===== config.mk =====
export PLATFORM = sky130hd
export DESIGN_NAME = bcd_convert_top
export DESIGN_NICKNAME = d
export VERILOG_FILES = /design/src/hdl/bcd_pkg.sv /design/src/hdl/bcd_convert_top.sv /design/src/hdl/digit_format.sv /design/src/hdl/double_dabble.sv /design/src/hdl/cmd_decode.sv
export SDC_FILE = /design/constraint.sdc
export NUM_CORES = 1
export LEC_CHECK = 0
export ABC_CLOCK_PERIOD_IN_PS = 3500
export BUFFER_PORTS_ARGS = -buffer_cell sky130_fd_sc_hd__clkbuf_2
export CAP_MARGIN = 5
export CORE_MARGIN = 2
export CORE_UTILIZATION = 50
export CTS_BUF_LIST = sky130_fd_sc_hd__clkbuf_2 sky130_fd_sc_hd__clkbuf_4 sky130_fd_sc_hd__clkbuf_8
export CTS_CLUSTER_SIZE = 20
export DETAILED_ROUTE_END_ITERATION = 10
export PLACE_DENSITY = 0.69
export SYNTH_ARGS = -nofsm -noshare
export SYNTH_HDL_FRONTEND = slang
export SYNTH_SLANG_ARGS = --single-unit

===== constraint.sdc =====
create_clock -name clk -period 3.5 [get_ports clk]
set_input_delay 0.35 -clock clk [delete_from_list [all_inputs] [get_ports clk]]
set_output_delay 0.35 -clock clk [all_outputs]
set_load 0.02 [all_outputs]

===== src/hdl/bcd_pkg.sv =====
package bcd_pkg;

    localparam int bin_width = 13;
    localparam int bcd_digits = 4;
    localparam int in_credits = 2;  // equals the decode buffer depth.
    localparam int out_credits = 2;
    localparam logic [3:0] blank_digit = 4'hF;

    // derived widths and constants.
    localparam int fifo_ptr_width = $clog2(in_credits);
    localparam int fifo_cnt_width = $clog2(in_credits + 1);
    localparam int shift_cnt_width = $clog2(bin_width);
    localparam int out_cnt_width = $clog2(out_credits + 1);
    localparam logic [fifo_cnt_width-1:0] fifo_depth = fifo_cnt_width'(in_credits);
    localparam logic [shift_cnt_width-1:0] last_shift = shift_cnt_width'(bin_width - 1);
    localparam logic [out_cnt_width-1:0] out_credit_init = out_cnt_width'(out_credits);

    typedef enum logic [1:0] {
        op_unsigned,
        op_signed,
        op_unsigned_blank,
        op_signed_blank
    } conv_op_e;

    typedef enum logic [1:0] {
        st_idle,
        st_shift,
        st_adjust,
        st_done
    } dabble_state_e;

    typedef struct packed {
        conv_op_e op;
        logic [bin_width-1:0] value;
    } conv_cmd_t;

    typedef struct packed {
        logic negative;
        logic blank;
        logic [bin_width-1:0] magnitude;
    } conv_operand_t;

    typedef struct packed {
        logic negative;
        logic [bcd_digits*4-1:0] digits;  // digit 0 in the low nibble.
    } conv_result_t;

endpackage

===== src/hdl/bcd_convert_top.sv =====
`timescale 1ns/1ps

module bcd_convert_top (
    input  logic                   clk,
    input  logic                   reset,
    input  logic                   in_valid,
    input  bcd_pkg::conv_cmd_t     in_cmd,
    output logic                   in_credit,
    output logic                   out_valid,
    output bcd_pkg::conv_result_t  out_res,
    input  logic                   out_credit
);

    logic op_valid;
    logic op_take;
    bcd_pkg::conv_operand_t op_data;

    logic res_valid;
    logic res_take;
    logic res_blank;
    bcd_pkg::conv_result_t res_data;

    cmd_decode cmd_decode_i (
        .clk       (clk),
        .reset     (reset),
        .in_valid  (in_valid),
        .in_cmd    (in_cmd),
        .in_credit (in_credit),
        .op_valid  (op_valid),
        .op_data   (op_data),
        .op_take   (op_take)
    );

    double_dabble double_dabble_i (
        .clk       (clk),
        .reset     (reset),
        .op_valid  (op_valid),
        .op_data   (op_data),
        .op_take   (op_take),
        .res_valid (res_valid),
        .res_data  (res_data),
        .res_blank (res_blank),
        .res_take  (res_take)
    );

    digit_format digit_format_i (
        .clk        (clk),
        .reset      (reset),
        .res_valid  (res_valid),
        .res_data   (res_data),
        .res_blank  (res_blank),
        .res_take   (res_take),
        .out_valid  (out_valid),
        .out_res    (out_res),
        .out_credit (out_credit)
    );

endmodule


===== src/hdl/digit_format.sv =====
`timescale 1ns/1ps

module digit_format (
    input  logic                   clk,
    input  logic                   reset,
    input  logic                   res_valid,
    input  bcd_pkg::conv_result_t  res_data,
    input  logic                   res_blank,
    output logic                   res_take,
    output logic                   out_valid,
    output bcd_pkg::conv_result_t  out_res,
    input  logic                   out_credit
);

    logic [bcd_pkg::out_cnt_width-1:0] credit_cnt;
    logic full;
    logic send;
    bcd_pkg::conv_result_t out_reg;
    bcd_pkg::conv_result_t fmt_res;

    // zeros above the highest nonzero digit become blanks but digit 0 always stays.
    function automatic bcd_pkg::conv_result_t blank_zeros(input bcd_pkg::conv_result_t res);
        bcd_pkg::conv_result_t blanked;
        logic leading;
        blanked = res;
        leading = 1'b1;
        for (int i = bcd_pkg::bcd_digits - 1; i > 0; i--) begin
            if (leading && (res.digits[i*4 +: 4] == 4'd0)) begin
                blanked.digits[i*4 +: 4] = bcd_pkg::blank_digit;
            end else begin
                leading = 1'b0;
            end
        end
        return blanked;
    endfunction

    assign res_take = res_valid && !full;
    assign send = full && (credit_cnt != '0);

    always_comb begin
        if (res_blank) begin
            fmt_res = blank_zeros(res_data);
        end else begin
            fmt_res = res_data;
        end
    end

    always_ff @(posedge clk) begin
        if (res_take) begin
            out_reg <= fmt_res;
        end
    end

    always_ff @(posedge clk or posedge reset) begin
        if (reset) begin
            full <= 1'b0;
        end else if (res_take) begin
            full <= 1'b1;
        end else if (send) begin
            full <= 1'b0;
        end
    end

    // a send and a returned credit in one cycle cancel out.
    always_ff @(posedge clk or posedge reset) begin
        if (reset) begin
            credit_cnt <= bcd_pkg::out_credit_init;
        end else begin
            case ({send, out_credit})
                2'b10: credit_cnt <= credit_cnt - 1'b1;
                2'b01: credit_cnt <= credit_cnt + 1'b1;
                default: ;
            endcase
        end
    end

    assign out_valid = send;
    assign out_res = out_reg;

endmodule


===== src/hdl/double_dabble.sv =====
`timescale 1ns/1ps

module double_dabble (
    input  logic                    clk,
    input  logic                    reset,
    input  logic                    op_valid,
    input  bcd_pkg::conv_operand_t  op_data,
    output logic                    op_take,
    output logic                    res_valid,
    output bcd_pkg::conv_result_t   res_data,
    output logic                    res_blank,
    input  logic                    res_take
);

    bcd_pkg::dabble_state_e state;
    bcd_pkg::dabble_state_e next_state;

    logic [bcd_pkg::shift_cnt_width-1:0] shift_cnt;
    logic [bcd_pkg::bin_width-1:0] mag_sr;
    logic [bcd_pkg::bcd_digits*4-1:0] bcd_sr;
    logic [bcd_pkg::bcd_digits*4-1:0] bcd_adj;
    logic neg_r;
    logic blank_r;

    assign op_take = (state == bcd_pkg::st_idle) && op_valid;
    assign res_valid = (state == bcd_pkg::st_done);

    always_comb begin
        next_state = state;
        case (state)
            bcd_pkg::st_idle: begin
                if (op_take) begin
                    next_state = bcd_pkg::st_shift;
                end
            end
            bcd_pkg::st_shift: begin
                if (shift_cnt == bcd_pkg::last_shift) begin
                    next_state = bcd_pkg::st_done;
                end else begin
                    next_state = bcd_pkg::st_adjust;
                end
            end
            bcd_pkg::st_adjust: next_state = bcd_pkg::st_shift;
            bcd_pkg::st_done: begin
                if (res_take) begin
                    next_state = bcd_pkg::st_idle;
                end
            end
            default: next_state = bcd_pkg::st_idle;
        endcase
    end

    // add 3 to every digit above 4.
    always_comb begin
        bcd_adj = bcd_sr;
        for (int i = 0; i < bcd_pkg::bcd_digits; i++) begin
            if (bcd_sr[i*4 +: 4] > 4'd4) begin
                bcd_adj[i*4 +: 4] = bcd_sr[i*4 +: 4] + 4'd3;
            end
        end
    end

    always_ff @(posedge clk or posedge reset) begin
        if (reset) begin
            state <= bcd_pkg::st_idle;
            shift_cnt <= '0;
        end else begin
            state <= next_state;
            if (op_take) begin
                shift_cnt <= '0;
            end else if (state == bcd_pkg::st_shift) begin
                shift_cnt <= shift_cnt + 1'b1;
            end
        end
    end

    always_ff @(posedge clk) begin
        case (state)
            bcd_pkg::st_idle: begin
                if (op_take) begin
                    mag_sr <= op_data.magnitude;
                    bcd_sr <= '0;
                    neg_r <= op_data.negative;
                    blank_r <= op_data.blank;
                end
            end
            bcd_pkg::st_shift: begin
                bcd_sr <= {bcd_sr[bcd_pkg::bcd_digits*4-2:0], mag_sr[bcd_pkg::bin_width-1]};
                mag_sr <= {mag_sr[bcd_pkg::bin_width-2:0], 1'b0};
            end
            bcd_pkg::st_adjust: bcd_sr <= bcd_adj;
            default: ;
        endcase
    end

    assign res_data.negative = neg_r;
    assign res_data.digits = bcd_sr;
    assign res_blank = blank_r;

endmodule


===== src/hdl/cmd_decode.sv =====
`timescale 1ns/1ps

module cmd_decode (
    input  logic                    clk,
    input  logic                    reset,
    input  logic                    in_valid,
    input  bcd_pkg::conv_cmd_t      in_cmd,
    output logic                    in_credit,
    output logic                    op_valid,
    output bcd_pkg::conv_operand_t  op_data,
    input  logic                    op_take
);

    bcd_pkg::conv_cmd_t mem [bcd_pkg::in_credits];

    logic [bcd_pkg::fifo_ptr_width-1:0] wr_ptr;
    logic [bcd_pkg::fifo_ptr_width-1:0] rd_ptr;
    logic [bcd_pkg::fifo_cnt_width-1:0] count;

    logic push;
    logic pop;
    logic is_signed;
    bcd_pkg::conv_cmd_t head;

    assign push = in_valid && (count != bcd_pkg::fifo_depth);  // upstream credits keep this true.
    assign pop = op_take && op_valid;

    always_ff @(posedge clk) begin
        if (push) begin
            mem[wr_ptr] <= in_cmd;
        end
    end

    always_ff @(posedge clk or posedge reset) begin
        if (reset) begin
            wr_ptr <= '0;
            rd_ptr <= '0;
            count <= '0;
        end else begin
            if (push) begin
                wr_ptr <= wr_ptr + 1'b1;  // depth is a power of two.
            end
            if (pop) begin
                rd_ptr <= rd_ptr + 1'b1;
            end
            case ({push, pop})
                2'b10: count <= count + 1'b1;
                2'b01: count <= count - 1'b1;
                default: ;
            endcase
        end
    end

    assign op_valid = (count != '0);
    assign in_credit = pop;  // one credit back per entry handed on.

    // decode the head entry into sign, blank flag and magnitude.
    always_comb begin
        head = mem[rd_ptr];
        is_signed = (head.op == bcd_pkg::op_signed) || (head.op == bcd_pkg::op_signed_blank);
        op_data.negative = is_signed && head.value[bcd_pkg::bin_width-1];
        op_data.blank = (head.op == bcd_pkg::op_unsigned_blank) ||
                        (head.op == bcd_pkg::op_signed_blank);
        if (op_data.negative) begin
            op_data.magnitude = ~head.value + 1'b1;  // -4096 maps onto 4096.
        end else begin
            op_data.magnitude = head.value;
        end
    end

endmodule


# ---- Word level (Yosys, flattened, before mapping)
# Memory sizes are Yosys's and may differ from the RTL's.
# Cells that the tools add are included.
dict set report totals {
  memories 1
  ram_bits 30
  elab_cells 111
  ff_bits 61
  in_bits 19
  out_inout_bits 19
  mem_bits_ro 0
  latch_bits 0
}
dict set report op_classes {
  addsub 12
  shifts 0
  n_div 0
  mux 29
  mul 0
  eq_ne 18
  order_cmp 4
  reduce_logical 30
  bitwise 1
}
# memory words width rd rd_ports_with_merged_regs write_ports line
set memory_table {}
lappend memory_table {cmd_decode_i.mem 2 15 1 0 1 cmd_decode.sv:14} ;# bcd_pkg::conv_cmd_t mem [bcd_pkg::in_credits];
# cell count
set op_table {}
lappend op_table {{16-bit case mux with 3 select lines} 1}
lappend op_table {{4-bit two-way mux} 9}
lappend op_table {{16-bit two-way mux} 2}
lappend op_table {{13-bit two-way mux} 2}
lappend op_table {{13-bit case mux with 2 select lines} 1}
lappend op_table {{4-bit by 2-bit adder with 4-bit output, second input constant} 4}
lappend op_table {{4-bit by 3-bit > comparator with 1-bit output, second input constant} 4}
lappend op_table {{2-bit nonzero test} 7}
lappend op_table {{13-bit by 1-bit adder with 13-bit output, second input constant} 1}
lappend op_table {{13-bit NOT} 1}
lappend op_table {{2-bit == test, second input constant} 6}
lappend op_table {{4-bit zero test} 3}
lappend op_table {{3-bit AND reduction} 4}
lappend op_table {{1-bit two-way mux} 9}
lappend op_table {{2-bit by 1-bit == test with 1-bit output, second input constant} 4}
lappend op_table {{1-bit logical AND} 8}
lappend op_table {{2-bit by 1-bit != test with 1-bit output, second input constant} 4}
lappend op_table {{2-bit case mux with 2 select lines} 2}
lappend op_table {{2-bit case mux with 4 select lines} 1}
lappend op_table {{2-bit != test, second input constant} 3}
lappend op_table {{2-bit AND reduction} 3}
lappend op_table {{2-bit by 1-bit adder with 2-bit output, second input constant} 2}
lappend op_table {{4-bit by 1-bit adder with 4-bit output, second input constant} 1}
lappend op_table {{4-bit == test, second input constant} 1}
lappend op_table {{7 further kinds} 11}

# ---- Depth between registers and ports, before layout
# Gate-level depths: netlist of run 1.
dict set report logic_depth {
  word_depth 9
  ltp_mapped 9
  mapped_depth_nobuf 7
}

# ---- Hierarchy
# From an unflattened synthesis of run 1, not the netlist that was laid out.
dict set report unflattened {
  hier_cells 341
  area_unflattened_um2 4533.1
}
# module n_inst area_each_um2 cells_per_inst
set modules_own_cells {}
lappend modules_own_cells {double_dabble 1 2105.8 173}
lappend modules_own_cells {cmd_decode 1 1619.1 116}
lappend modules_own_cells {digit_format 1 808.3 52}

# ---- Least setup slack after synthesis of run 1
# OpenSTA, ideal clock, no wires.
dict set report synth_timing {
  kind {register -> register}
  from {register cmd_decode_i.rd_ptr}
  to {register double_dabble_i.mag_sr[12] (netlist name), data pin}
  n_path_buf 4
  path_stages_with_launch 10
  t_required_ns 3.351
  period_less_slack_ns 2.476
  arrival_time_ns 2.328
  path_slack_ns 1.024
  setup_ns 0.149
  path_cell_list {dfrtp_1 > buf_6 > buf_2 > buf_2 > buf_2 > mux2i_1 > ha_1 > o211ai_1 > or4_1 > a2bb2oi_1}
}
dict set report synth_via {
  elab_chain_cells 7
}
# item line
set synth_rtl {}
lappend synth_rtl {{start, declared} cmd_decode.sv:17} ;# logic [bcd_pkg::fifo_ptr_width-1:0] rd_ptr;
lappend synth_rtl {{start signal, assigned} cmd_decode.sv:44} ;# rd_ptr <= rd_ptr + 1'b1;
lappend synth_rtl {{memory read 2 x 15 bit *} --}
lappend synth_rtl {{parallel branches: the longest is 3 deep, another holds 13-bit by 1-bit adder with 13-bit output} --}
lappend synth_rtl {{13-bit two-way mux *} cmd_decode.sv:64} ;# if (op_data.negative) begin
lappend synth_rtl {{13-bit two-way mux *} double_dabble.sv:80} ;# if (op_take) begin
lappend synth_rtl {{13-bit case mux with 2 select lines *} double_dabble.sv:78} ;# case (state)
lappend synth_rtl {{end signal, assigned} double_dabble.sv:81} ;# mag_sr <= op_data.magnitude;
lappend synth_rtl {{end signal, assigned} double_dabble.sv:89} ;# mag_sr <= {mag_sr[bcd_pkg::bin_width-2:0], 1'b0};
lappend synth_rtl {{end, declared} double_dabble.sv:19} ;# logic [bcd_pkg::bin_width-1:0] mag_sr;
# Every way passes the cells marked *. The select of a mux whose other input is x is not followed.
# A chain may end at the register's enable or synchronous reset.

# ---- Worst setup path after layout of run 1
dict set report layout_timing {
  from {register cmd_decode_i.rd_ptr}
  to {register double_dabble_i.mag_sr[9] (netlist name), data pin}
}
# The elaborated chain is that of the path after synthesis.

==> results of run 1 <==
[worst max-delay path, stage by stage, from the launching register on]
cell and delay, ns:
sky130_fd_sc_hd__dfrtp_1 0.55, sky130_fd_sc_hd__or4_4 0.60, sky130_fd_sc_hd__a222oi_1 0.77, sky130_fd_sc_hd__a2111o_1 0.28
sky130_fd_sc_hd__nand3_1 0.06
[stage by stage]
step                std cells  instance area, µm²  total power [mW]   util
floorplan                 355                4460              3.48      -
global placement          493                4760              3.90  0.549
detailed placement        493                4760              3.96  0.549
CTS                       509                4990              4.76  0.575
global route              509                4990              5.07  0.575
finish                    509                4990              4.72  0.575
[registers in the layout, summed over array words and instances, names as in the netlist]
name                       cells
cmd_decode_i.wr_ptr            1
digit_format_i.credit_cnt      2
double_dabble_i.state          2
double_dabble_i.bcd_sr        16
cmd_decode_i.count             2
double_dabble_i.neg_r          1
double_dabble_i.shift_cnt      4
digit_format_i.full            1
digit_format_i.out_res        17
cmd_decode_i.rd_ptr            1
double_dabble_i.res_blank      1
cmd_decode_i.mem              30
double_dabble_i.mag_sr        13
[final timing paths]
kind | start | to | slack, ns | cells after the start
max | cmd_decode_i.rd_ptr$_DFFE_PP0P_ | double_dabble_i.mag_sr[9]$_DFFE_PP_ | 1.0 | 4
min | reset | cmd_decode_i.wr_ptr$_DFFE_PP0P_ | -0.01 | 2
max reg2reg | cmd_decode_i.rd_ptr$_DFFE_PP0P_ | double_dabble_i.mag_sr[9]$_DFFE_PP_ | 1.0 | 4
min reg2reg | double_dabble_i.neg_r$_DFFE_PP_ | digit_format_i.out_res[16]$_DFFE_PP_ | 0.48 | 0
max in group asynchronous | reset | digit_format_i.credit_cnt[1]$_DFFE_PP1P_ | 3.16 | 2
min in group clk | in_cmd[5] | cmd_decode_i.mem[1][5]$_DFFE_PP_ | 0.18 | 1
[Yosys cell counts (2+ instances only)]
master,count
sky130_fd_sc_hd__a2111o_1,2
sky130_fd_sc_hd__a211oi_1,3
sky130_fd_sc_hd__a21oi_1,6
sky130_fd_sc_hd__a222oi_1,2
sky130_fd_sc_hd__a22oi_1,13
sky130_fd_sc_hd__a31oi_1,4
sky130_fd_sc_hd__and2_1,9
sky130_fd_sc_hd__buf_1,2
sky130_fd_sc_hd__buf_2,3
sky130_fd_sc_hd__clkbuf_1,8
sky130_fd_sc_hd__dfrtp_1,12
sky130_fd_sc_hd__edfxtp_1,78
sky130_fd_sc_hd__ha_1,18
sky130_fd_sc_hd__inv_1,23
sky130_fd_sc_hd__mux2_2,4
sky130_fd_sc_hd__mux2i_1,13
sky130_fd_sc_hd__nand2_1,14
sky130_fd_sc_hd__nand2b_1,8
sky130_fd_sc_hd__nand3_1,8
sky130_fd_sc_hd__nand3b_1,2
sky130_fd_sc_hd__nand4_1,2
sky130_fd_sc_hd__nor2_1,23
sky130_fd_sc_hd__nor2b_1,12
sky130_fd_sc_hd__nor3_1,6
sky130_fd_sc_hd__nor4_1,2
sky130_fd_sc_hd__nor4b_1,2
sky130_fd_sc_hd__o21a_1,3
sky130_fd_sc_hd__o21ai_0,12
sky130_fd_sc_hd__o221a_2,2
sky130_fd_sc_hd__o22ai_1,6
sky130_fd_sc_hd__or2_2,6
sky130_fd_sc_hd__or3_1,2
sky130_fd_sc_hd__or4_1,2
sky130_fd_sc_hd__or4b_1,2
sky130_fd_sc_hd__xnor2_1,13
sky130_fd_sc_hd__xor2_1,6
[metal layers]
metal	vias to the layer above	share of wire	track usage
met3	14	0.042	0.0308
met2	81	0.49	0.280
met1	1331	0.45	0.218
met4	0	0.019	0.0643
met5	-	0	0
li1	1403	-	-
[area by class of cell]
cell class / count / share of cell area
tap: 108 / 0.0271
multi-input combinational: 227 / 0.328
clock inverter: 7 / 0.0198
timing repair buffer: 44 / 0.0477
clock buffer: 9 / 0.0248
sequential: 91 / 0.535
inverter: 23 / 0.0173
[cells by family (layout without fill, tap and decap cells)]
| group | Yosys count | count (layout) | share of synthesized area |
|---|---|---|---|
| simple gates | 106 | 106 | 0.132 |
| compound gates | 67 | 67 | 0.108 |
| mux | 17 | 17 | 0.0393 |
| fa+ha+maj | 18 | 18 | 0.0505 |
| xor+xnor | 19 | 19 | 0.0373 |
| flops | 91 | 91 | 0.599 |
| buf+inv | 37 | 83 | 0.0337 |
[power by group]
group          total, mW  switching, mW  internal [mW]
Sequential          2.03          0.255           1.77
Clock              0.787          0.380          0.407
Combinational       1.90           1.11          0.788
==> results.md, run 1 <==
Status:
- The flow ran to the end, but the final reports show violations.
- The final reports fail on negative hold slack.

Finish:
- The area growth from synthesis to layout is 11.9%.
- The repair_antennas step left the layout with diodes totalling 0.
- The library cells used most frequently in the layout, excluding fill and tap cells, are sky130_fd_sc_hd__edfxtp_1, sky130_fd_sc_hd__clkbuf_2, sky130_fd_sc_hd__nor2_1, sky130_fd_sc_hd__inv_1, sky130_fd_sc_hd__ha_1.
- Summing all multi-input logic gate instances after layout gives 1640 µm².
- The number of nets in the finished design is approximately 430.
- The layout has between 700 and 800 filler cells.
- The commonest non-fill, non-tap cell in the layout is sky130_fd_sc_hd__edfxtp_1.
- In the final layout, the share of cells above drive strength 1 is 0.190.
- Across the whole layout, storage elements account for 2670 µm².

Setup path:
- For the worst setup path, the data arrival time is ~2.6 ns.
- The critical path required time is 3.61 ns.
- The maximum net fanout on the critical path is 15.
- STA classifies the critical path startpoint as a flip-flop.
- The type of element capturing the critical path is a flip-flop.
- The setup path with the least slack is of type flip-flop to flip-flop.

STA:
- The final period utilization is 0.715.
- On the final layout, the worst hold slack is -0.0132 ns.
- The worst-margin pin slew is approximately 0.86 ns.
- Setup repair after global routing left no endpoint under its margin.
- For the final database, setup skew stands at 0.0124 ns.
- The total of endpoints with negative setup slack in the final report is 0.
- The final setup slack of the worst path is 0.999 ns.
- The final max-slew violation count is 0.
- Derived from the worst setup path, the maximum achievable clock frequency is 0.400 GHz.
- The number of hold violations in the final report came to 12.
- The smallest clock period supported by the final layout is computed as between 2 and 3 ns.
- The worst pin sits at a relative slew slack of 0.426.
- The post-route setup TNS is 0 ns.

CTS:
- For this design, the sink count on the clock tree is 91.
- The total of cells resized after clock tree synthesis is 0.
- The CTS tree is yes.
- The CTS root buffer is sky130_fd_sc_hd__clkbuf_8.
- The maximum clock path buffer count is 2.
- The number of CTS-inserted buffers is 9.
- The count of buffers added by post-CTS timing repair for setup is 0.
- Clock-pin slew was measured on the worst setup and hold paths at around 0.090 ns.
- The level count of the clock H-tree is 3.
- The worst-skew pair later-pin latency is ~0.36 ns.
- The hold-fix buffer count after cts is 0.

Global routing:
- Entering global routing, the biggest net connects 24 pins.
- The via count of the first global-routing pass is 2740.
- The first global-routing pass estimated 13100 µm of wire.
- After global routing the overflow that remains totals 0.
- The number of antenna violations at the first check in global routing is 0.
- Across every metal layer, demand over resource in global routing totals 0.168.

Power and ir drop:
- For this design the ratio of total power to cell area is 945 nW/µm².
- The leakage dissipation is 1.94 nW.
- IR analysis of the VDD net gives a maximum drop of roughly 0.43 mV.

Die:
- The floorplan has 34 rows.
- The I/O pin count is 38.
- The full die area is 9680 µm².
- The initial utilization of the core area, before any placement, comes to 0.513.
- Measured along the x axis, the die boundary spans 98.4 µm.
- The core region is 8680 µm².
- The die height is 98.4 µm.

Run:
- The number of max-cap violations is 0.

Synth:
- In this run the cell area of the synthesized design comes to approximately 4500 µm².
- In the synthesized netlist, the number of instances is 355.
- In the synthesized netlist the async set-or-reset flop fraction comes to 0.143.
- The number of nets produced by synthesis is slightly below 400.
- The Yosys step of the flow raised 0 warnings.
- Of the post-synthesis cell area, the dominant cell type holds 0.526.
- The share of the Yosys chip area taken by registers is 0.599.
- For this run, the leading register cell type out of synthesis is sky130_fd_sc_hd__edfxtp_1.
- By area the synthesized netlist is led by sky130_fd_sc_hd__edfxtp_1, sky130_fd_sc_hd__dfrtp_1, sky130_fd_sc_hd__ha_1.
- The cell taking the most area after synthesis is sky130_fd_sc_hd__edfxtp_1.
- The register bit count reported by yosys is slightly above 90.
- Averaged over all synthesized cells, the footprint is 12.6 µm².
- The synthesized design contains 78 enable-type register cells.
- The count of cell types in the netlist is 58.

Placed design:
- The post-DP HPWL is 5430 µm.
- The worst setup slack before clock tree synthesis is 1.04 ns.
- The count of buffers from port buffering is 37.
- The global placer's final weighted congestion is around 0.85.

Drt:
- After detailed routing, the average wire length per cell comes to 14.9 µm.
- In this run the remaining antenna-violating nets after routing total 0.
- The total number of vias is 2829.
- The DRC marker count from the first detailed-route iteration is 124.
- The detail-routed via count per cell is between 5 and 6.
- For this block, the routed nets add up to 7590 µm of wire.
- The first detailed-routing pass took 4 iterations.
- In the routed design, unresolved DRC markers number 0.

Worst hold path:
- The min-delay analysis places its worst path in the category primary input to async pin.
Note: power is estimated with default switching activity, not from simulation.
==> run 2, diff against run 1 <==
ABC_AREA = 1   (was not set)
ABC_CLOCK_PERIOD_IN_PS = 2300   (was 3500)
PLACE_DENSITY = 0.71   (was 0.69)
clock period = 2.3 ns   (was 3.5 ns; I/O delays follow)
==> run 2 against run 1 <==
The flow now finishes without violations. Total power increased by 55%. Sequential share of layout area increased by 0.53 points. Largest power group is now combinational logic. Wire length down 6.1%. Highest routed layer unchanged. Flip-flop and latch count did not move. Count of clock-buffer cells in the layout up 4. Register-to-register slack worse by 0.64 ns.
==> results.md, run 2 <==
Status:
- The flow ran to the end, and the final reports show no timing, DRC or antenna violations.

Finish:
- 0 antenna diodes ended up in the layout.
- Once layout is complete, the cells apart from fillers number between 500 and 600.
- The filler cells instantiated in the layout total between 700 and 800.
- The number of flip-flops in the largest register is 30.
- The share of layout cells above drive strength 1 is 0.171.
- After the last flow step, the layout net total stands at 507.
- Counting flops per register, the top entry is cmd_decode_i.mem.
- Leaving out fill and tap cells, the most frequent cells in the layout are sky130_fd_sc_hd__nand2_1, sky130_fd_sc_hd__edfxtp_1, sky130_fd_sc_hd__inv_1.
- The library cell used most frequently in the layout, excluding fill and tap cells, is sky130_fd_sc_hd__nand2_1.
- The area growth from synthesis to layout is 12.5%.

Worst hold path:
- The number of cells on the worst hold path is 1.
- The end point of the most critical hold path is cmd_decode_i.mem[1][6]$_DFFE_PP_.
- The tightest min-delay check is of the primary input to flip-flop type.
- The start point of the worst hold path is in_cmd[6].

Run:
- Across the run, the number of max-cap violations was 0.

CTS:
- The total clock sinks is slightly above 90.
- The clock-pin transition on the worst setup and hold timing paths is 0.08 ns.
- Post-CTS timing repair inserted 0 buffers for setup.
- The later pin in the worst-skew pair is clocked with a latency of 0.35 ns.
- The maximum clock path buffer count is 2.
- TritonCTS built the clock tree.
- The level count of the clock H-tree is 3.
- The CTS root buffer is sky130_fd_sc_hd__clkbuf_8.
- Clock tree synthesis inserted a total of 9 buffers.

Synth:
- The sequential area share after synthesis is 0.608.
- After synthesis, the mean cell area works out to 10.4 µm².
- The most common cell in the synthesized netlist is sky130_fd_sc_hd__nand2_1.
- The cell taking the most area after synthesis is sky130_fd_sc_hd__edfxtp_1.
- The most frequently used flop master after synthesis is sky130_fd_sc_hd__edfxtp_1.
- Counting flops with a built-in enable in the synthesized netlist gives 78.
- During synthesis, Yosys emitted a total of 0 warnings.
- Yosys attributes the largest share of cell area to sky130_fd_sc_hd__edfxtp_1, sky130_fd_sc_hd__nand2_1, sky130_fd_sc_hd__dfrtp_1.
- The share of synthesized registers carrying an async set or reset is 0.143.
- After technology mapping, the gate count stands at 424.
- After synthesis the netlist holds a flip-flop and latch count of 91.
- The commonest cells after synthesis are sky130_fd_sc_hd__nand2_1, sky130_fd_sc_hd__edfxtp_1, sky130_fd_sc_hd__inv_1, sky130_fd_sc_hd__a21oi_1, sky130_fd_sc_hd__nor2_1.
- Synthesis produced a netlist with a net count of 461.
- Of the post-synthesis cell area, the dominant cell type holds 0.534.
- The mapped netlist covers about 4400 µm².
- The count of cell types in the netlist is 39.

Die:
- In this run the core area contains 34 standard-cell rows.
- The die height is 97.7 µm.
- The core region is 8640 µm².
- The full die area is 9540 µm².
- The die is 97.7 µm wide.
- The I/O pin count is 38.
- For this configuration, the core starts out at a cell density of 0.508.

Setup path:
- In this run the critical register-to-register path is launched from cmd_decode_i.rd_ptr$_DFFE_PP0P_.
- The slack of the worst reg-to-reg path is 0.36 ns.
- The cell at the slowest stage of the critical path is sky130_fd_sc_hd__dfrtp_1.
- Walking the worst path, the cells encountered are buf_4 > nand2_1 > nand2_2 > inv_1 > ha_1 > nand2_2 > o21ai_2 > or2_1 > nand3_1 > nand2_1.
- The path depth of the worst reg2reg path is 10.
- At the worst endpoint, the required time is 2.41 ns.
- In this run the worst path has a maximum fanout of 10.
- Data on the critical path arrives at its endpoint at 2.05 ns.
- The worst reg2reg path endpoint is double_dabble_i.mag_sr[6]$_DFFE_PP_.
- The maximum cell stage delay along the critical path is 0.54 ns.
- STA classifies the critical path endpoint as a flip-flop.
- The startpoint kind of the worst setup timing path is a flip-flop.
- The critical path start-end classification is flip-flop to flip-flop.
- The startpoint of the most critical setup path is cmd_decode_i.rd_ptr$_DFFE_PP0P_.

STA:
- The number of hold violations in the final report is 0.
- Across the routed clock network, the largest skew measured is 0.0110 ns.
- For the final routed database, the setup TNS stands at 0 ns.
- The final critical-path required period is 1.94 ns.
- The final period utilization is 0.843.
- Setup repair after global routing left no endpoint under its margin.
- The worst-margin pin slew is 1.15 ns.
- The final max-slew violation count is 0.
- Setup violations remaining at the end of the flow were counted as 0.
- Measured against its own limit, the worst slew margin works out to 0.231.
- The highest achievable clock rate is 0.516 GHz.
- The final setup slack of the worst path is 0.361 ns.

Placed design:
- In this run, placement finished with an instance count of 565.
- Before CTS, the worst setup slack after placement is 0.281 ns.
- The global placer's final weighted congestion is 0.837.
- Buffers placed on the I/O ports in this run total 37.
- Summed over all nets, the half-perimeter wirelength after detailed placement is between 5000 and 6000 µm.

Drt:
- The number of nets with antenna violations after detailed routing is 0.
- The length of the first detailed-routing pass in iterations is 4.
- The routed design uses 3460 µm of met2 wire.
- Across all layers, the routed design uses 2933 vias.
- The wire length after detailed routing is 7130 µm.
- In the routed design, unresolved DRC markers number 0.
- Wire segments on met3 add up to 261 µm in the final route.
- In the routed layout, each cell is associated on average with a via count of 5.03.
- The average wire per cell in the routed design is 12.2 µm.
- The detailed-routing wirelength on met1 is 3300 µm.
- For this block, the initial DRC count from the detailed router was 163.
- Routed signal wires occupy layers up through met4.

Global routing:
- The total overflow left after global routing is 0.
- The number of antenna violations at the first check in global routing is 0.
- The via count of the first global-routing pass is about 2.9k.
- The overall routing resource usage is 0.161.
- The pin count of the biggest net entering global routing is 30.
- The first global-routing pass estimated 12700 µm of wire.

Power and ir drop:
- The leakage dissipation is roughly 2.1 nW.
- The worst-case IR drop observed on VDD is 0.687 mV.
- The overall power after layout is 7.29 mW.
- The power density relative to cell area is 1480 nW/µm².
[run 2: cell types whose count changed after synthesis, sizes merged, moves of 4 or more]
cell    delta
nand2     +91
inv       +34
a21oi     +28
a22oi     -13
mux2i     -13
o21ai     +13
nor2b     -12
xnor2     -11
nor2      +10
and2       -9
nand2b     -8
nand3      +7
o22ai      -6
mux2       -4
[run 2: cell families after synthesis]
| family | Yosys count | synth area share |
|---|---|---|
| XOR/XNOR | 6 | 0.0120 |
| buffers and inverters | 69 | 0.0658 |
| flip-flops | 91 | 0.608 |
| adder cells (fa/ha/maj) | 18 | 0.0513 |
| AND/OR/NAND/NOR | 167 | 0.166 |
| AO/OA/AOI/OAI | 73 | 0.0966 |
[run 2: per-stage QoR]
stage / hold WS [ns] / util / area (µm²)
global route: 0.0532 / 0.572 / 4940
floorplan: 0.106 / - / 4390
global placement: 0.266 / 0.544 / 4700
CTS: 0.0536 / 0.571 / 4930
detailed placement: 0.263 / 0.544 / 4700
finish: 0.0659 / 0.572 / 4940
[run 2: layer usage]
metal  vias to the layer above  track usage
met5                         -            0
met4                         0       0.0620
met3                        10       0.0281
met2                        64        0.269
met1                      1343        0.211
li1                       1516            -
[run 2: timing repair]
| item | 4_1_cts | 5_1_grt |
|---|---|---|
| resized for setup | 0 | 0 |
| hold buffers | 1 | 0 |
| endpoints found under the hold margin | 12 | 0 |
[run 2: worst max-delay path by stage]
| stage | endpoint | slack (ns) | cells after the start |
|---|---|---|---|
| after floorplan | cmd_decode_i.count[1]$_DFFE_PP0P_ | 0.20 | 8 |
| after global placement | cmd_decode_i.mem[1][11]$_DFFE_PP_ | 0.37 | 3 |
| after detailed placement | cmd_decode_i.mem[1][9]$_DFFE_PP_ | 0.28 | 3 |
| after CTS | cmd_decode_i.mem[1][4]$_DFFE_PP_ | 0.27 | 3 |
| after global routing | double_dabble_i.mag_sr[7]$_DFFE_PP_ | 0.20 | 9 |
| final | double_dabble_i.mag_sr[6]$_DFFE_PP_ | 0.36 | 10 |
[run 2: area by class of cell]
cell class | instances | area, µm² | area share
flip-flops and latches | 91 | 2670 | 0.540
multi-input cells | 264 | 1430 | 0.290
repair buffers | 47 | 263 | 0.0532
clock buffers | 13 | 160 | 0.0324
inverters | 57 | 216 | 0.0438
well taps | 108 | 135 | 0.0274
clock inverters | 3 | 63.8 | 0.0129
[run 2: power by group]
group	switching [mW]	leakage (nW)	internal [mW]
Clock	0.518	0.116	0.676
Combinational	2.06	1.11	1.04
Sequential	0.281	0.914	2.72
Total	2.86	2.14	4.43
[run 2: worst max-delay path: cells and delay by family (launching register included)]
kind / cells / cell delay [ns]
simple gates: 6 / 0.62
flops: 1 / 0.54
buf+inv: 2 / 0.27
fa+ha+maj: 1 / 0.20
compound gates: 1 / 0.08
==> run 3, diff against run 2 <==
ABC_CLOCK_PERIOD_IN_PS = 1600   (was 2300)
clock period = 1.6 ns   (was 2.3 ns; I/O delays follow)
==> run 3 against run 2 <==
The run now ends with negative setup slack left. Setup slack got worse by 0.50 ns. Flip-flop and latch count unchanged. Highest routed layer unchanged. Sequential share of layout area down 9.1 points. Final cell count increased by 12%. Critical endpoint is now double_dabble_i.mag_sr[3]$_DFFE_PP_. Sequential power increased by 46%. Utilization rose by 12 points. Combinational power up 130%. Via count grew 14%. Critical path depth down 1. Clock power increased by 29%.
==> results.md, run 3 (same netlist as run 2, synthesis figures left out) <==
STA:
- In the final timing run, aggregate negative setup slack is -1.18 ns.
- Between clock sinks in the finished design, the worst skew comes to 0.0120 ns.
- The worst-case headroom to the max-slew limit is 0.647.
- In the post-route analysis, the smallest setup slack over all paths is -0.135 ns.
- The number of hold violations in the final report is 0.
- For the pin with the worst max-slew slack, the measured transition is 0.529 ns.
- The total of endpoints with negative setup slack in the final report is 15.
- Based on the critical path, the design can be clocked at up to between 0.5 and 0.6 GHz.
- The worst path in the final design needs a cycle of around 1.7 ns, including I/O delays and setup.
- The final period utilization is 1.08.
- The tightest hold path in the finished design has a slack of 0.121 ns.
- The final max-slew violation count is 0.
- Setup repair after global routing could not meet its margin everywhere.

Die:
- The full die area is 9540 µm².
- The die height is 97.7 µm.
- The core footprint is between 8000 and 9000 µm².
- The initial core utilization is 0.508.
- For this design the top-level I/O count stands at 38.
- The site row count is 34.
- The die is 97.7 µm wide.

Finish:
- The cell area after layout is 5940 µm².
- Summing all multi-input logic gate instances after layout gives 1770 µm².
- The core occupancy in the finished layout is 0.688.
- The library cell used most frequently in the layout, excluding fill and tap cells, is sky130_fd_sc_hd__nand2_1.
- The sequential cells in the finished layout cover a total of approximately 2700 µm².
- In the final layout, the share of cells above drive strength 1 is 0.375.
- In the layout the commonest cells are sky130_fd_sc_hd__nand2_1, sky130_fd_sc_hd__edfxtp_1, sky130_fd_sc_hd__buf_4.
- The register with the most flip-flops in the layout has 30 of them.
- 0 antenna diodes ended up in the layout.
- The filler cell count is 637.
- cmd_decode_i.mem holds more flip-flops than any other register.
- The area growth from synthesis to layout is 35.3%.
- The number of nets in the finished design is 579.

CTS:
- The CTS root buffer is sky130_fd_sc_hd__clkbuf_8.
- The level count of the clock H-tree is 3.
- The clock-pin transition on the worst setup and hold timing paths is 0.09 ns.
- The total clock sinks is 91.
- The number of CTS-inserted buffers is 9.
- The worst-skew pair later-pin latency is roughly 0.37 ns.
- The CTS tree is yes.
- The maximum clock path buffer count is 2.

Setup path:
- The startpoint kind of the worst setup timing path is a flip-flop.
- The type of element capturing the critical path is a flip-flop.
- The setup check on the worst reg-to-reg path leaves a slack of -0.13 ns.
- The critical path start-end classification is flip-flop to flip-flop.
- The critical path required time is between 1.5 and 2 ns.
- Among all stages on the critical path, the largest delay is contributed by sky130_fd_sc_hd__dfrtp_2.
- In this run the worst path has a maximum fanout of 8.
- Traced cell by cell, the critical path runs through clkinv_4 > buf_6 > o21ai_4 > nor2_4 > buf_4 > nand2_1 > o21ai_0 > a21oi_1 > nor2_1.
- On the worst path, the slowest cell contributes a delay of 0.48 ns.
- The critical path arrival is 1.86 ns.

Placed design:
- Detailed placement ended at an HPWL of 5670 µm.
- The worst setup slack before clock tree synthesis is -0.170 ns.
- The area of placed instances is 5130 µm².
- The count of buffers from port buffering is 37.
- Routability-driven placement finished with a final weighted congestion of slightly above 0.8.

Status:
- The flow ran to the end, but the final reports show violations.
- The checks that failed: negative setup slack.

Drt:
- The DRC violation count after routing is 0.
- The first detailed-routing pass took 4 iterations.
- The DRC marker count from the first detailed-route iteration is 120.
- The number of nets with antenna violations after detailed routing is 0.
- After detailed routing, the average wire length per cell comes to roughly 14 µm.
- The wire length after detailed routing is about 9000 µm.
- The final route contains 3331 vias.
- The detail-routed via count per cell is between 5 and 6.

Power and ir drop:
- In this run the static leakage power is 2.53 nW.
- Across the VDD grid, the largest voltage drop is 1.08 mV.
- For this design the ratio of total power to cell area is 2180 nW/µm².

Worst hold path:
- The path class of the tightest hold or removal check is primary input to flip-flop.

Global routing:
- Summed over all layers, the global routing overflow is 0.
- For this run, the total global-route usage over all layers was measured as 0.191.
- Entering global routing, the biggest net connects 22 pins.
- The first global-routing pass estimated 14600 µm of wire.
- The via count of the first global-routing pass was 3352.
- The number of antenna violations at the first check in global routing is 0.

Run:
- The tool flagged a number of max-cap violations equal to 0.
[run 3: changes by cell type in the layout (fill, tap and decap cells not counted), moves of 9 or more]
cell                            previous run  this run
sky130_fd_sc_hd__buf_4                     9        52
sky130_fd_sc_hd__nor2_1                   30        21
sky130_fd_sc_hd__nand2_1                  98        80
sky130_fd_sc_hd__a21oi_1                  33        23
sky130_fd_sc_hd__inv_1                    55        44
sky130_fd_sc_hd__nand2_2                   6        20
sky130_fd_sc_hd__buf_6                     0         9
sky130_fd_sc_hd__dlygate4sd3_1             1        16
sky130_fd_sc_hd__inv_2                     1        10
[run 3: what timing repair did]
action / CTS / global route
pin swaps: 5 / 21
gates resized for setup: 35 / 67
hold endpoints to repair: 42 / 0
hold buffers: 16 / 0
setup endpoints to repair: 33 / 67
buffers inserted: 7 / 3
gates cloned: 0 / 1
[run 3: layout make-up]
class / count / area share
clock buffer: 9 / 0.0209
clock inverter: 7 / 0.0116
inverter: 57 / 0.0381
multi-input combinational: 264 / 0.298
sequential: 91 / 0.450
tap: 108 / 0.0228
timing repair buffer: 119 / 0.160
[run 3: final timing paths]
| kind | startpoint | to | cells after the start |
|---|---|---|---|
| setup / recovery | cmd_decode_i.rd_ptr$_DFFE_PP0P_ | double_dabble_i.mag_sr[3]$_DFFE_PP_ | 9 |
| hold / removal | out_credit | digit_format_i.credit_cnt[0]$_DFFE_PP0P_ | 3 |
| setup reg to reg | cmd_decode_i.rd_ptr$_DFFE_PP0P_ | double_dabble_i.mag_sr[3]$_DFFE_PP_ | 9 |
| hold reg to reg | digit_format_i.credit_cnt[0]$_DFFE_PP0P_ | digit_format_i.credit_cnt[0]$_DFFE_PP0P_ | 1 |
| max in group asynchronous | reset | cmd_decode_i.rd_ptr$_DFFE_PP0P_ | 3 |
| min in group asynchronous | reset | cmd_decode_i.rd_ptr$_DFFE_PP0P_ | 3 |
[run 3: through the flow]
step	instances	power, mW
floorplan	424	7.89
global placement	613	9.83
detailed placement	613	10.0
CTS	652	12.1
global route	655	13.9
finish	655	12.9
[run 3: critical path: cells and delay by family (launching register included)]
| kind | cells | cell delay, ns |
|---|---|---|
| buf+inv | 3 | 0.42 |
| compound gates | 3 | 0.35 |
| flops | 1 | 0.48 |
| simple gates | 3 | 0.22 |
[run 3: where the power goes]
part	internal (mW)	total, mW	switching (mW)	leakage (nW)
registers	3.91	4.37	0.457	0.913
logic	3.14	7.05	3.91	1.52
clock network	0.716	1.53	0.815	0.0966
[run 3: metal layers]
layer | wire length [µm] | GRT usage | part of all wire
met5 | 0 | 0 | 0
met4 | 224 | 0.0876 | 0.025
met3 | 299 | 0.0302 | 0.033
met2 | 4730 | 0.356 | 0.52
met1 | 3760 | 0.213 | 0.42
